<file path="config.mk">
export PLATFORM = sky130hd
export DESIGN_NAME = core_ctrl
export DESIGN_NICKNAME = d
export VERILOG_FILES = /design/src/hw/netcore_pkg.sv /design/src/hw/core_ctrl.sv
export SDC_FILE = /design/constraint.sdc
export NUM_CORES = 1
export LEC_CHECK = 0
export BUFFER_PORTS_ARGS = -buffer_cell sky130_fd_sc_hd__clkbuf_2
export CAP_MARGIN = 10
export CORE_MARGIN = 1
export CORE_UTILIZATION = 30
export CTS_CLUSTER_SIZE = 10
export DETAILED_ROUTE_END_ITERATION = 12
export GPL_TIMING_DRIVEN = 1
export PLACE_DENSITY = 0.73
export SKIP_CTS_REPAIR_TIMING = 1
export SLEW_MARGIN = 20
export SYNTH_ARGS = -nofsm -noshare
export SYNTH_HDL_FRONTEND = slang
export SYNTH_SLANG_ARGS = --single-unit
</file>
<file path="constraint.sdc">
create_clock -name clk -period 1.8 [get_ports clk]
set_clock_uncertainty 0.05 [all_clocks]
set_input_delay 0.18 -clock clk [delete_from_list [all_inputs] [get_ports clk]]
set_output_delay 0.18 -clock clk [all_outputs]
set_load 0.05 [all_outputs]
</file>
<file path="src/hw/netcore_pkg.sv">
package netcore_pkg;

    // Widths shared across the core
    localparam int IMEM_ADDR_W = 10;
    localparam int REG_ADDR_W  = 5;
    localparam int DATA_W      = 32;
    localparam int MASK_W      = 8;
    localparam int NET_ID_W    = 10;

    // Instruction opcodes, NOP must stay zero so a cleared register is a bubble
    typedef enum logic [5:0] {
        OP_NOP = 6'd0,
        OP_ADDU,
        OP_SUBU,
        OP_AND,
        OP_OR,
        OP_MOV,
        OP_BEQZ,
        OP_BNEQZ,
        OP_BAR,
        OP_WAIT
    } opcode_e;

    // 16-bit instruction word
    // Branch offset in rs_imm is signed and relative to the branch's own PC
    typedef struct packed {
        opcode_e               opcode;
        logic [REG_ADDR_W-1:0] rd;
        logic [REG_ADDR_W-1:0] rs_imm;
    } instr_s;

    // Network command types
    typedef enum logic [2:0] {
        NET_NULL = 3'd0,
        NET_INSTR,
        NET_REG,
        NET_PC,
        NET_BAR
    } net_op_e;

    // One packet per cycle on the network port
    typedef struct packed {
        logic [NET_ID_W-1:0]    id;
        net_op_e                op;
        logic [IMEM_ADDR_W-1:0] addr;
        logic [DATA_W-1:0]      data;
    } net_packet_s;

    // Run state of the core
    typedef enum logic [1:0] {
        ST_IDLE = 2'd0,
        ST_RUN,
        ST_ERR
    } state_e;

    typedef struct packed {
        logic [IMEM_ADDR_W-1:0] pc;
        state_e                 state;
    } debug_s;

endpackage

</file>
<file path="src/hw/core_ctrl.sv">
`timescale 1ns/100ps

module core_ctrl #(
    parameter logic [netcore_pkg::NET_ID_W-1:0] NET_ID = 10'd1
) (
    input  logic                          clk,
    input  logic                          n_reset,
    input  netcore_pkg::net_packet_s      net_packet_i,
    input  netcore_pkg::instr_s           instr_2_i,
    input  logic [netcore_pkg::DATA_W-1:0] alu_result_i,
    input  logic                          rf_write_2_i,
    output logic                          net_imem_we_o,
    output logic                          net_reg_we_o,
    output logic                          pc_load_o,
    output logic                          stall_o,
    output netcore_pkg::state_e           state_o,
    output logic [netcore_pkg::MASK_W-1:0] barrier_o,
    output logic                          exception_o
);
    import netcore_pkg::*;

    logic              id_match;
    logic              net_pc_cmd;
    logic              net_bar_cmd;
    logic              commit;
    state_e            state_n;
    logic [MASK_W-1:0] mask_r;
    logic [MASK_W-1:0] barrier_r;

    // Command decode, NET_NULL packets are ignored
    assign id_match      = (net_packet_i.id == NET_ID) && (net_packet_i.op != NET_NULL);
    assign net_imem_we_o = id_match && (net_packet_i.op == NET_INSTR);
    assign net_reg_we_o  = id_match && (net_packet_i.op == NET_REG);
    assign net_pc_cmd    = id_match && (net_packet_i.op == NET_PC);
    assign net_bar_cmd   = id_match && (net_packet_i.op == NET_BAR);
    assign pc_load_o     = net_pc_cmd && (state_o == ST_IDLE);

    // Hold the pipe outside RUN, on imem port conflict, or on a register port conflict
    assign stall_o = (state_o != ST_RUN)
                  || net_imem_we_o
                  || (net_reg_we_o && rf_write_2_i);

    // Stage 2 retires on any unstalled edge
    assign commit = !stall_o;

    always_comb
    begin
        state_n = state_o;
        if (exception_o)
            state_n = ST_ERR;
        else if (pc_load_o)
            state_n = ST_RUN;
        else if ((state_o == ST_RUN) && commit && (instr_2_i.opcode == OP_WAIT))
            state_n = ST_IDLE;
    end

    always_ff @(posedge clk)
    begin
        if (!n_reset)
        begin
            state_o     <= ST_IDLE;
            exception_o <= 1'b0;
            mask_r      <= '0;
            barrier_r   <= '0;
        end
        else
        begin
            state_o <= state_n;
            // Sticky, a start while busy is an error
            if (net_pc_cmd && (state_o != ST_IDLE))
                exception_o <= 1'b1;
            // Mask frozen once in error
            if (net_bar_cmd && (state_o != ST_ERR))
                mask_r <= net_packet_i.data[MASK_W-1:0];
            // Start value comes with the PC write, later ones from BAR
            if (pc_load_o)
                barrier_r <= net_packet_i.data[MASK_W-1:0];
            else if (commit && (instr_2_i.opcode == OP_BAR))
                barrier_r <= alu_result_i[MASK_W-1:0];
        end
    end

    assign barrier_o = mask_r & barrier_r;

endmodule

</file>
==> out/results.txt <==
Gpl congestion -> 0.7641
YS warnings -> 0
Die width -> 61.12 um
Crit Reg-Reg Endpoint -> barrier_r[1]$_SDFFE_PN0P_
Syn-to-layout area delta -> 41.65%
Num rows -> 21
Maximum vdd ir drop -> 0.3437 mV
Setup Crit Path Kind -> flop to output port
Worst EP required -> 1.57 ns
Vias -> 1,060
CTS clock-pin slew for the worst setup and hold paths -> 0.11 ns
Port Buffer Count -> 52
RSZ-0062 raised after global routing -> true
Hold Path Stages -> 2
Hold_sp -> n_reset
Starting Density -> 31.42%
Synth cell types -> 30
Final TNS setup -> 0 ns
Depth of the CTS H-tree -> 1
GRT overflow -> 0
Sequential fraction of the synthesis area -> 36.28%
Hold Vio Cnt, Final -> 0
Core Area -> 3337 um2
Outcome -> complete, no violations
Period utilization -> 95.90%
Fin crit period -> 1.726 ns
Setup ws final -> 0.07388 ns
Starting DRT DRC Count -> 32
Drt first pass iters -> 3
Routed Antenna Nets -> 0
Max-slew violations -> 0
Final design utilization -> 44.51%
Ys async rst share -> 0%
LEAKAGE -> 0.6446 nW
R2r startpoint -> state_o[0]$_SDFFE_PP0P_
Synth Cell Area -> 1049 um2
Crit start category -> flop
Average cell area after synthesis -> 9.117 um2
# diodes -> 0
Die area -> 3736 um2
Final setup fails -> 0
FF-to-FF path depth -> 6
Crit Path Max Fanout -> 9
Worst min path class -> input pin to flop
CP Capture Type -> output port
Worst rel slew slack -> 82.13%
Syn nets -> 221
GRT Util Overall -> 15.14%
Synthesized flop and latch total -> 19
WP data arrival -> 1.50 ns
Die Span Y -> 61.12 um
Initial antenna violation count -> 0
Root buf cell -> clkbuf_4
Pwr dens -> 485.3 nW/um2
Drc violations -> 0
Largest net degree at the start of global routing -> 19
Share of post-route cells with drive strength above 1 -> 46.93%
Fmax -> 0.5793 GHz
Post-synth EDFFs -> 0
Vias in the first global route -> 1,028
Tightest Pin Transition -> 0.2645 ns
R2R setup slack -> 0.14 ns
Synth Flop Type -> dfxtp_1
Dpl ws -> -0.03487 ns
Hold EP -> exception_o$_SDFFE_PN0P_
Num Clock Sinks -> 19
# IOs -> 121
Max cap viols -> 0
Cells after Synth -> 115
First-pass GRT wire length -> 4229 um
Skew-Pair Late Insertion Delay -> 0.30 ns
TritonCTS clock tree -> built
Total CTS buffers -> 3
DP HPWL -> 2136 um
Final net count -> 286
Maximum clock path buffer count -> 2
Vias per inst -> 4.711
WHS -> 0.04666 ns
DRT Wirelength -> 2593 um
Wire length per cell -> 11.52 um
-- metrics by stage --
stage / instances / total power [mW] / area (um2)
after global placement: 221 / 0.5110 / 1446
after detailed placement: 221 / 0.5117 / 1446
after CTS: 225 / 0.7275 / 1473
after floorplan: 115 / 0.4549 / 1060
final: 225 / 0.7208 / 1485
after global routing: 225 / 0.7538 / 1485
-- state kept, by name, summed over array words and instances (netlist names) --
register	cells
barrier_r	8
state_o	2
mask_r	8
exception_o	1
-- per-layer routing --
layer,share of wire [%],global-route usage [%]
met4,1.3,3.896
met2,42,25.00
met1,50,19.72
met5,0,0
met3,6.7,3.782
-- synth_stat cells, drive strengths merged (2+ instances only) --
cell,number,area (um2)
dfxtp,19,380.4
nand2,17,63.81
nor2,16,62.56
nor3,10,50.05
a311oi,8,120.1
and2,8,50.05
mux2i,8,80.08
nand3,3,15.01
nor2b,3,18.77
buf,2,22.52
clkinv,2,7.510
nor3b,2,15.01
-- how the worst max path moves through the flow --
stage | start | end | cells after the start | slack (ns)
final | state_o[1]$_SDFFE_PN0P_ | pc_load_o | 4 | 0.07
after global routing | state_o[1]$_SDFFE_PN0P_ | pc_load_o | 4 | -0.005
after CTS | state_o[1]$_SDFFE_PN0P_ | pc_load_o | 4 | -0.03
after detailed placement | instr_2_i[12] | barrier_r[7]$_SDFFE_PN0P_ | 7 | -0.03
after global placement | instr_2_i[12] | barrier_r[5]$_SDFFE_PN0P_ | 7 | -0.01
after floorplan | state_o[1]$_SDFFE_PN0P_ | stall_o | 3 | 0.01
-- area by class of cell --
cell class | count | area [um2]
repair buffers | 63 | 357.8
fillers | 343 | 1852
well taps | 46 | 57.56
flip-flops and latches | 19 | 385.4
clock buffers | 4 | 26.28
multi-input cells | 91 | 649.4
inverters | 2 | 8.758
-- cells in the final DEF (no fill, tap or decap), types with 2 or more instances in the layout --
cell type  netlist  final
a311oi_2         8      8
dfxtp_1         19     17
nor2_1          15     15
nor3b_2          0      2
and2_1           8      8
clkbuf_2         0     50
clkbuf_4         0      4
buf_4            0     10
nor2b_1          3      3
mux2i_1          8      8
nand3_1          3      3
nor3_1          10      9
nand2_1         17     17
-- cell families (layout without fill, tap and decap cells) --
family | after synthesis | in the layout | synth area share [%]
flip-flops | 19 | 19 | 36.28
buffers and inverters | 5 | 69 | 3.222
multiplexers | 8 | 8 | 7.638
AND/OR/NAND/NOR | 69 | 69 | 37.11
AO/OA/AOI/OAI | 14 | 14 | 15.75
-- power breakdown --
group          switching, mW  total [mW]  leakage (nW)  internal [mW]
logic                 0.0418      0.0837         0.475         0.0419
registers          0.0000309       0.419         0.154          0.419
clock network          0.132       0.218        0.0150         0.0864
-- worst max-delay path, stage by stage, from the launching register on --
cell and delay [ns]:
dfxtp_2 0.37, nor3_2 0.23, nand4_1 0.18, clkinv_2 0.16
clkbuf_4 0.25
(Power assumes the default switching activity.)
