$ cat src/hw/netcore_pkg.sv
package netcore_pkg;

    // Widths shared across the core
    localparam int IMEM_ADDR_W = 10;
    localparam int REG_ADDR_W  = 5;
    localparam int DATA_W      = 32;
    localparam int MASK_W      = 8;
    localparam int NET_ID_W    = 10;

    // Instruction opcodes, NOP must stay zero so a cleared register is a bubble
    typedef enum logic [5:0] {
        OP_NOP = 6'd0,
        OP_ADDU,
        OP_SUBU,
        OP_AND,
        OP_OR,
        OP_MOV,
        OP_BEQZ,
        OP_BNEQZ,
        OP_BAR,
        OP_WAIT
    } opcode_e;

    // 16-bit instruction word
    // Branch offset in rs_imm is signed and relative to the branch's own PC
    typedef struct packed {
        opcode_e               opcode;
        logic [REG_ADDR_W-1:0] rd;
        logic [REG_ADDR_W-1:0] rs_imm;
    } instr_s;

    // Network command types
    typedef enum logic [2:0] {
        NET_NULL = 3'd0,
        NET_INSTR,
        NET_REG,
        NET_PC,
        NET_BAR
    } net_op_e;

    // One packet per cycle on the network port
    typedef struct packed {
        logic [NET_ID_W-1:0]    id;
        net_op_e                op;
        logic [IMEM_ADDR_W-1:0] addr;
        logic [DATA_W-1:0]      data;
    } net_packet_s;

    // Run state of the core
    typedef enum logic [1:0] {
        ST_IDLE = 2'd0,
        ST_RUN,
        ST_ERR
    } state_e;

    typedef struct packed {
        logic [IMEM_ADDR_W-1:0] pc;
        state_e                 state;
    } debug_s;

endpackage

$ cat src/hw/alu.sv
`timescale 1ns/100ps

module alu (
    input  netcore_pkg::instr_s                instr_i,
    input  logic [netcore_pkg::DATA_W-1:0]      rd_val_i,
    input  logic [netcore_pkg::DATA_W-1:0]      rs_val_i,
    input  logic [netcore_pkg::IMEM_ADDR_W-1:0] pc_i,
    output logic [netcore_pkg::DATA_W-1:0]      result_o,
    output logic                               branch_taken_o,
    output logic [netcore_pkg::IMEM_ADDR_W-1:0] branch_target_o
);
    import netcore_pkg::*;

    // Result path
    always_comb
    begin
        case (instr_i.opcode)
            OP_ADDU: result_o = rd_val_i + rs_val_i;
            OP_SUBU: result_o = rd_val_i - rs_val_i;
            OP_AND: result_o = rd_val_i & rs_val_i;
            OP_OR: result_o = rd_val_i | rs_val_i;
            // BAR publishes rs, same path as MOV
            OP_MOV, OP_BAR: result_o = rs_val_i;
            default: result_o = '0;
        endcase
    end

    // Branch condition tests rd against zero
    always_comb
    begin
        case (instr_i.opcode)
            OP_BEQZ: branch_taken_o = (rd_val_i == '0);
            OP_BNEQZ: branch_taken_o = (rd_val_i != '0);
            default: branch_taken_o = 1'b0;
        endcase
    end

    // Sign-extended offset from the branch's own PC
    assign branch_target_o = pc_i
        + {{(IMEM_ADDR_W-REG_ADDR_W){instr_i.rs_imm[REG_ADDR_W-1]}}, instr_i.rs_imm};

endmodule

$ cat config.mk
export PLATFORM = sky130hd
export DESIGN_NAME = alu
export DESIGN_NICKNAME = d
export VERILOG_FILES = /design/src/hw/netcore_pkg.sv /design/src/hw/alu.sv
export SDC_FILE = /design/constraint.sdc
export NUM_CORES = 1
export LEC_CHECK = 0
export ABC_AREA = 0
export BUFFER_PORTS_ARGS = -buffer_cell sky130_fd_sc_hd__buf_2
export CORE_MARGIN = 5
export CORE_UTILIZATION = 48
export DETAILED_ROUTE_END_ITERATION = 10
export PLACE_DENSITY = 0.89
export SETUP_SLACK_MARGIN = 0.3
export SYNTH_ARGS = -nofsm -noshare
export SYNTH_HDL_FRONTEND = slang
export SYNTH_SLANG_ARGS = --single-unit
export TNS_END_PERCENT = 20
$ cat constraint.sdc
create_clock -name vclk -period 6.2
set_input_delay 1.24 -clock vclk [all_inputs]
set_output_delay 1.24 -clock vclk [all_outputs]
set_load 0.03 [all_outputs]
==> metrics.txt, run 1 <==
Seq cells=0; Period minus WS final=roughly 6.3 ns; top area cells in the synthesized netlist=ha_1 (15%), xnor2_1 (8.6%), xor2_1 (7.6%); 1st-iter DRT viols=between 400 and 500; Compound-Gate Fraction of Synth Area=about a third; I/O Pins=~130; residual DRC count=0; CP max stage delay=between 0.5 and 0.6 ns; hpwl dp=roughly 11,000 um; Core Area=7250 um^2; Syn Nets=a little under 700; maximum clock rate=between 0.15 and 0.2 GHz; Finish-stage setup viols=6; largest net degree at the start of global routing=32; top-area cell type share of the netlist area=about 15%; most common cell after layout, fill and taps aside=buf_2; final instance area=approximately 5000 um^2; Hold Path Depth=3; gr usage total=~29%; Die Ht=between 90 and 100 um; final antenna-violating net count=0; fin nets=839; hold path start=pc_i[0]; Pwr Density=95.8 nW/um^2; fin crit share=102%; Mapped Cells=between 500 and 600; Worst VDD drop=slightly above 0.07 mV; cell area after synthesis=between 3000 and 4000 um^2; final hold violations=0; failing checks=negative setup slack; Via density=roughly 6.4; leakage power=about 2.6 nW; grt ovf=0; Initial Util=around 50%; hold_buf cts=0; CP Data Required Time=just under 5 ns; sequential fraction of the synthesis area=0%; crit path from=rs_val_i[10]; first-pass GRT wire length=roughly 22,000 um; Setup Crit Path Kind=primary input to output port; Worst Tran Pin Value=roughly 1.3 ns; n_diodes=0; WL final=14,300 um; Rel. slew slack=about 15%; WHS Endpoint=branch_target_o[0]; Die ar.=9300 um^2; RSZ-0062 raised after global routing=yes; fillcell total=568; Reg area=0 um^2; crit path buf inv count=2; top cell family by delay on the critical path=simple AND/OR/NAND/NOR gates; gpl congestion=just under 1; critical path launch point type=primary input; Crit Path Max Fanout=3; vias in the first global route=just under 5,000; number of synthesis warnings=0; final worst slack=-0.137 ns; largest family of logic cells by synthesized area=compound AO/OA/AOI/OAI gates; Post-Synth Adder-Cell Area=between 10% and 20%; DR vias=a little over 5,000; outcome=finished with violations; Slew Limit Fails=0; XOR/XNOR Fraction of Synth Area=about 17%; share of layout cells above drive strength 1=33.5%; Mapped Avg Cell Area=about 6.6 um^2; CLK BUF=0; Synth Area in Simple Gates=between 20% and 30%; CP Cell Sequence=buf_6, or4_4, or3_4, nor3_4, nand2_2, o41ai_2, xor2_1, ha_1, nand4_1, nor4_4, a21oi_2, o21a_1, o41ai_2, xnor2_1, o21ai_2, buf_6; nature of the critical path endpoint=output port; commonest cells after routing, fill and taps aside=buf_2 (116), nand2_1 (70), buf_4 (61); Synth area leader=ha_1; crit path DAT=roughly 5.1 ns; mean routed wirelength per cell=17.8 um; HP Class=primary input to output port; Die X=96.4 um; Total Power=0.475 mW; initial antenna violation count=0; DR pass1 iterations=8; synth unique cells=58; crit path max-delay cell type=or4_4; MaxCap Viol Count=0; DP Area=~4700 um^2; Area Growth Syn to Fin=38.3%; PortBufs=128; num rows=31; mux cell area share after synthesis=under 10%
-- how the worst max path moves through the flow --
stage | endpoint | slack (ns) | cells after the start
floorplan | result_o[31] | 0.18 | 14
global placement | result_o[29] | -0.14 | 16
detailed placement | result_o[29] | -0.19 | 16
CTS | result_o[29] | -0.11 | 17
global route | result_o[31] | -0.27 | 16
finish | result_o[31] | -0.14 | 16
-- cell families (layout without fill, tap and decap cells) --
family	after synthesis	after routing
AND/OR/NAND/NOR	184	184
buffers and inverters	46	206
adder cells (fa/ha/maj)	45	45
AO/OA/AOI/OAI	196	196
multiplexers	4	4
XOR/XNOR	67	67
-- synthesized netlist by cell type, types with 4 or more instances --
| cell | n |
|---|---|
| nand2_1 | 72 |
| a21oi_1 | 48 |
| ha_1 | 43 |
| o21ai_0 | 43 |
| xnor2_1 | 35 |
| xor2_1 | 31 |
| a21o_1 | 27 |
| nor2_1 | 26 |
| a22oi_1 | 25 |
| clkbuf_1 | 24 |
| inv_1 | 19 |
| nor3_1 | 15 |
| nor4_1 | 13 |
| nand3_1 | 9 |
| o21bai_1 | 8 |
| o31ai_1 | 7 |
| nand2b_1 | 6 |
| nand4_1 | 6 |
| nor2b_1 | 6 |
| and3_1 | 5 |
| o21ai_1 | 5 |
| or3_1 | 5 |
| a31oi_1 | 4 |
| mux2i_1 | 4 |
-- per-stage QoR --
stage | setup WS [ns] | TNS [ns] | std cells | util, % | hold slack [ns]
after floorplan | 0.177 | 0 | 542 | - | 2.68
after global placement | -0.144 | -0.516 | 793 | 64.4 | 2.84
after detailed placement | -0.189 | -0.793 | 793 | 64.4 | 2.85
after CTS | -0.108 | -0.269 | 798 | 67.0 | 2.85
after global routing | -0.265 | -1.54 | 801 | 68.3 | 2.86
final | -0.137 | -0.460 | 801 | 68.3 | 2.84
-- worst min-delay path: cells and delay by family --
family,cells,cell delay (ns)
buffers and inverters,2,0.26
adder cells (fa/ha/maj),1,0.10
-- power by group --
group / internal (mW) / switching [mW]
Clock: 0 / 0
Combinational: 0.197 / 0.278
Sequential: 0 / 0
-- routing by layer --
layer	vias up	GRT usage, %	routed length, um
met5	-	0	0
met4	0	13.0	580
met3	67	4.57	1310
met2	356	53.8	7210
met1	2378	32.5	5190
li1	2327	-	-
-- layout make-up --
cell class                 count  area (um^2)  share of cell area [%]
multi-input combinational    496         3610                    72.9
timing repair buffer         187         1150                    23.1
tap                           99          124                    2.50
inverter                      19         71.3                    1.44
-- what timing repair did --
item,in CTS,in global routing
pin swaps,21,15
gates cloned,0,0
setup endpoints to repair,14,18
gates resized for setup,38,21
buffers inserted,5,3
Note: power is estimated with default switching activity, not from simulation.
==> run 2: changes to the inputs <==
- REMOVE_ABC_BUFFERS: not set -> 1
==> metrics.txt, run 2 (synthesis results as in run 1) <==
outcome=finished with violations (unchanged); failing checks=negative setup slack (unchanged); vias in the first global route=4,758 (was 4,968); 1st-iter DRT viols=442 (was 480); Initial Util=49.4% (unchanged); Slew Limit Fails=0 (unchanged); DR vias=5,015 (was 5,128); CLK BUF=0 (unchanged); Total Power=0.486 mW (was 0.475 mW); Seq cells=0 (unchanged); first-pass GRT wire length=21,600 um (was 22,300 um); crit path from=rs_val_i[10] (unchanged); fin nets=844 (was 839); Die X=96.4 um (unchanged); Via density=6.22 (was 6.40); PortBufs=128 (unchanged); num rows=31 (unchanged); Hold Path Depth=3 (unchanged); placed cells=803 (was 793); Layout Cells excl Fill=806 (was 801); WL final=14,200 um (was 14,300 um); multi-input logic area=3650 um^2 (was 3610 um^2); hold_buf cts=0 (unchanged); hpwl dp=10,900 um (about the same); DR pass1 iterations=5 (was 8); final worst slack=-0.0225 ns (was -0.137 ns); leakage power=2.58 nW (was 2.56 nW); Area Growth Syn to Fin=39.9% (was 38.3%); Die ar.=9300 um^2 (unchanged); Crit Path Max Fanout=4 (was 3); commonest cells after routing, fill and taps aside=buf_2 (115), nand2_1 (71), buf_4 (71) (was buf_2 (116), nand2_1 (70), buf_4 (61)); fin crit share=100% (was 102%); Reg area=0 um^2 (unchanged); MaxCap Viol Count=0 (unchanged); maximum clock rate=0.161 GHz (was 0.158 GHz); final antenna-violating net count=0 (unchanged); critical path launch point type=primary input (unchanged); Worst Tran Pin Value=1.09 ns (was 1.27 ns); Finish-stage setup viols=1 (was 6); Core Area=7250 um^2 (unchanged); CP Data Required Time=4.96 ns (about the same); Pwr Density=96.9 nW/um^2 (was 95.8 nW/um^2); Worst VDD drop=0.0928 mV (was 0.0704 mV); mean routed wirelength per cell=17.6 um (was 17.8 um); gpl congestion=0.946 (was 0.984); HP Class=primary input to output port (unchanged); grt ovf=0 (unchanged); most common cell after layout, fill and taps aside=buf_2 (unchanged); fillcell total=575 (was 568); largest net degree at the start of global routing=32 (unchanged); n_diodes=0 (unchanged); Setup Crit Path Kind=primary input to output port (unchanged); initial antenna violation count=0 (unchanged); RSZ-0062 raised after global routing=yes (unchanged); final hold violations=0 (unchanged); Rel. slew slack=27.7% (was 14.5%); gr usage total=28.3% (was 29.1%); I/O Pins=133 (unchanged); Period minus WS final=6.22 ns (was 6.34 ns); crit path DAT=4.98 ns (was 5.10 ns); Die Ht=96.4 um (unchanged); nature of the critical path endpoint=output port (unchanged); share of layout cells above drive strength 1=34.5% (was 33.5%); residual DRC count=0 (unchanged); critical path endpoint=result_o[31] (unchanged)
[run 2: cell types whose count changed in the layout (fill, tap and decap cells not counted), moves of 3 or more]
| cell | delta |
|---|---|
| o21ai_0 | +3 |
| buf_6 | -4 |
| buf_4 | +10 |
| o21ai_1 | -3 |
[run 2: worst min path at each step]
stage | startpoint | to | slack [ns]
global route | pc_i[0] | branch_target_o[0] | 2.88
global placement | pc_i[0] | branch_target_o[0] | 2.84
finish | pc_i[0] | branch_target_o[0] | 2.85
floorplan | instr_i[11] | branch_taken_o | 2.69
detailed placement | pc_i[0] | branch_target_o[0] | 2.85
CTS | pc_i[0] | branch_target_o[0] | 2.85
[run 2: area by class of cell]
cell class         instances  share of cell area, %
well taps                 99                   2.47
inverters                 19                   1.42
repair buffers           192                   23.4
multi-input cells        496                   72.7
[run 2: layer usage]
metal,global-route usage [%],part of all wire (%),vias to the layer above
met5,0,0,-
met4,9.46,4.7,0
met3,3.33,9.7,72
met1,35.5,38,2284
met2,49.9,48,318
li1,-,-,2341
[run 2: timing repair]
action | 4_1_cts | 5_1_grt
buffers inserted | 0 | 3
pin swaps | 4 | 12
resized for setup | 31 | 38
setup endpoints to repair | 11 | 18
[run 2: critical path, stage by stage]
cell and delay (ns):
buf_6 0.09, or4_4 0.53, or3_4 0.39, nor3_4 0.17, nand2_2 0.11, or3_4 0.40, o21ai_2 0.14, xor2_1 0.19
ha_1 0.28, a21o_1 0.20, a21oi_2 0.16, nand3_1 0.10, a21oi_2 0.17, o21a_1 0.16, o41ai_2 0.07, buf_4 0.14
xnor2_1 0.15, o21ai_1 0.08, buf_4 0.21
[run 2: stage by stage]
stage / area, um^2 / worst slack (ns) / setup TNS [ns] / hold WS (ns) / util [%]
global route: 5020 / -0.218 / -0.970 / 2.88 / 69.2
global placement: 4710 / -0.174 / -0.609 / 2.84 / 64.9
floorplan: 3480 / -0.214 / -0.469 / 2.69 / -
CTS: 4830 / 0.00139 / 0 / 2.85 / 66.7
detailed placement: 4710 / -0.257 / -0.852 / 2.85 / 64.9
finish: 5020 / -0.0225 / -0.0225 / 2.85 / 69.2
[run 2: report_power, final]
group | switching (mW) | leakage [nW] | internal (mW)
Combinational | 0.281 | 2.58 | 0.205
Sequential | 0 | 0 | 0
Clock | 0 | 0 | 0
Total | 0.281 | 2.58 | 0.205
==> run 3: changes to the inputs <==
- ABC_AREA: 0 -> not set
- CORE_ASPECT_RATIO: not set -> 1.25
- GPL_TIMING_DRIVEN: not set -> 0
==> metrics.txt, run 3 (synthesis results as in run 1) <==
outcome=finished with violations (unchanged); failing checks=negative setup slack (unchanged); PortBufs=128 (unchanged); Int Pwr=0.180 mW (was 0.205 mW); CP Data Required Time=4.96 ns (about the same); MaxCap Viol Count=0 (unchanged); gr usage total=26.9% (was 28.3%); hold slack=2.85 ns (about the same); Period minus WS final=6.43 ns (was 6.22 ns); fin nets=797 (was 844); worst slack, placed=-0.676 ns (was -0.257 ns); Die X=87.3 um (was 96.4 um); Sw Pwr=0.270 mW (was 0.281 mW); share of layout cells above drive strength 1=29.8% (was 34.5%); final worst slack=-0.226 ns (was -0.0225 ns); CP Cell Sequence=buf_8, or4_4, or3_4, nor3_4, nand2_2, o31ai_2, xor2_1, ha_4, nand4_1, nor2_1, a2bb2oi_1, nand3_1, a21oi_2, o21bai_1, a21oi_1, or4b_4, nand3_2, buf_6 (was buf_6, or4_4, or3_4, nor3_4, nand2_2, or3_4, o21ai_2, xor2_1, ha_1, a21o_1, a21oi_2, nand3_1, a21oi_2, o21a_1, o41ai_2, buf_4, xnor2_1, o21ai_1, buf_4); WL final=13,900 um (was 14,200 um); maximum clock rate=0.156 GHz (was 0.161 GHz); Worst VDD drop=0.0711 mV (was 0.0928 mV); DR vias=4,987 (was 5,015); crit path DAT=5.19 ns (was 4.98 ns); grt ovf=0 (unchanged); num rows=35 (was 31); nature of the critical path endpoint=output port (unchanged); 1st-iter DRT viols=408 (was 442); fillcell total=590 (was 575); clock share of power=0% (about the same); Gate power share=100.0% (about the same); Die ar.=9310 um^2 (was 9300 um^2); initial antenna violation count=0 (unchanged); Worst Tran Pin Value=1.30 ns (was 1.09 ns); commonest cells after routing, fill and taps aside=buf_2 (117), nand2_1 (72), a21oi_1 (42) (was buf_2 (115), nand2_1 (71), buf_4 (71)); Die Ht=107 um (was 96.4 um); CLK BUF=0 (unchanged); Crit Path Max Fanout=10 (was 4); crit path max-delay cell type=or4_4 (unchanged); CP max stage delay=0.53 ns (about the same); hold_buf cts=0 (unchanged); largest net degree at the start of global routing=32 (unchanged); fin crit share=104% (was 100%); HP Class=primary input to output port (unchanged); residual DRC count=0 (unchanged); gpl congestion=0.983 (was 0.946); Area Growth Syn to Fin=31.4% (was 39.9%); mean routed wirelength per cell=18.5 um (was 17.6 um); switching fraction of total power=60.1% (was 57.8%); most common cell after layout, fill and taps aside=buf_2 (unchanged); Pwr Density=95.5 nW/um^2 (was 96.9 nW/um^2); Seq cells=0 (unchanged); vias in the first global route=4,779 (was 4,758); hold path start=pc_i[0] (unchanged); Initial Util=49.0% (was 49.4%); I/O Pins=133 (unchanged); Setup Crit Path Kind=primary input to output port (unchanged); Core Area=7310 um^2 (was 7250 um^2); DR pass1 iterations=5 (unchanged); leakage power=2.38 nW (was 2.58 nW); WHS Endpoint=branch_target_o[0] (unchanged); Finish-stage setup viols=3 (was 1); Reg area=0 um^2 (unchanged); Seq pwr share=0% (about the same); Via density=6.63 (was 6.22); final hold violations=0 (unchanged); Hold Path Depth=3 (unchanged); RSZ-0062 raised after global routing=yes (unchanged); final antenna-violating net count=0 (unchanged); hpwl dp=9970 um (was 10,900 um); n_diodes=0 (unchanged); post-route setup TNS=-0.290 ns (was -0.0225 ns); Slew Limit Fails=0 (unchanged); first-pass GRT wire length=21,200 um (was 21,600 um); critical path launch point type=primary input (unchanged); Rel. slew slack=12.8% (was 27.7%)
[run 3: metrics by stage]
step	total power, mW	area [um^2]	utilization, %	instances
2_1_floorplan	0.272	3480	-	515
4_1_cts	0.419	4560	62.4	749
3_3_place_gp	0.379	4240	57.9	735
6_report	0.450	4710	64.4	752
5_1_grt	0.484	4710	64.4	752
3_5_place_dp	0.392	4280	58.5	738
[run 3: area by class of cell]
type / count / area (um^2) / area share, %
Multi-Input combinational cell: 496 / 3690 / 78.4
Timing Repair Buffer: 145 / 833 / 17.7
Inverter: 19 / 71.3 / 1.51
Tap cell: 92 / 115 / 2.44
[run 3: worst max-delay path by stage]
stage,to,slack (ns),from,cells past startpoint
3_5_place_dp,result_o[29],-0.68,instr_i[15],16
4_1_cts,result_o[29],-0.02,rs_val_i[10],18
6_report,result_o[29],-0.23,rs_val_i[10],18
3_3_place_gp,result_o[31],-0.98,instr_i[15],17
2_1_floorplan,result_o[28],-0.21,instr_i[15],15
5_1_grt,result_o[29],-0.41,rs_val_i[10],18
[run 3: power by group through the flow]
| stage | clock network [mW] | logic, mW | registers [mW] |
|---|---|---|---|
| finish | 0 | 0.450 | 0 |
| CTS | 0 | 0.419 | 0 |
| floorplan | 0 | 0.272 | 0 |
| global route | 0 | 0.484 | 0 |
| detailed placement | 0 | 0.392 | 0 |
| global placement | 0 | 0.379 | 0 |
[run 3: routing by layer]
layer	wire [um]	global-route usage, %	vias up
li1	-	-	2248
met3	1420	2.54	83
met4	689	12.8	0
met5	0	0	-
met2	6820	47.3	385
met1	4980	32.0	2271
[run 3: timing repair]
action / in CTS / in global routing
endpoints found under the setup margin: 23 / 20
setup buffers: 11 / 3
resized for setup: 45 / 30
pin swaps: 22 / 10
[run 3: critical path, delay by kind of cell]
kind / cells / cell delay, ns
AO/OA/AOI/OAI: 5 / 0.79
XOR/XNOR: 1 / 0.17
adder cells (fa/ha/maj): 1 / 0.35
buffers and inverters: 2 / 0.23
AND/OR/NAND/NOR: 9 / 2.39
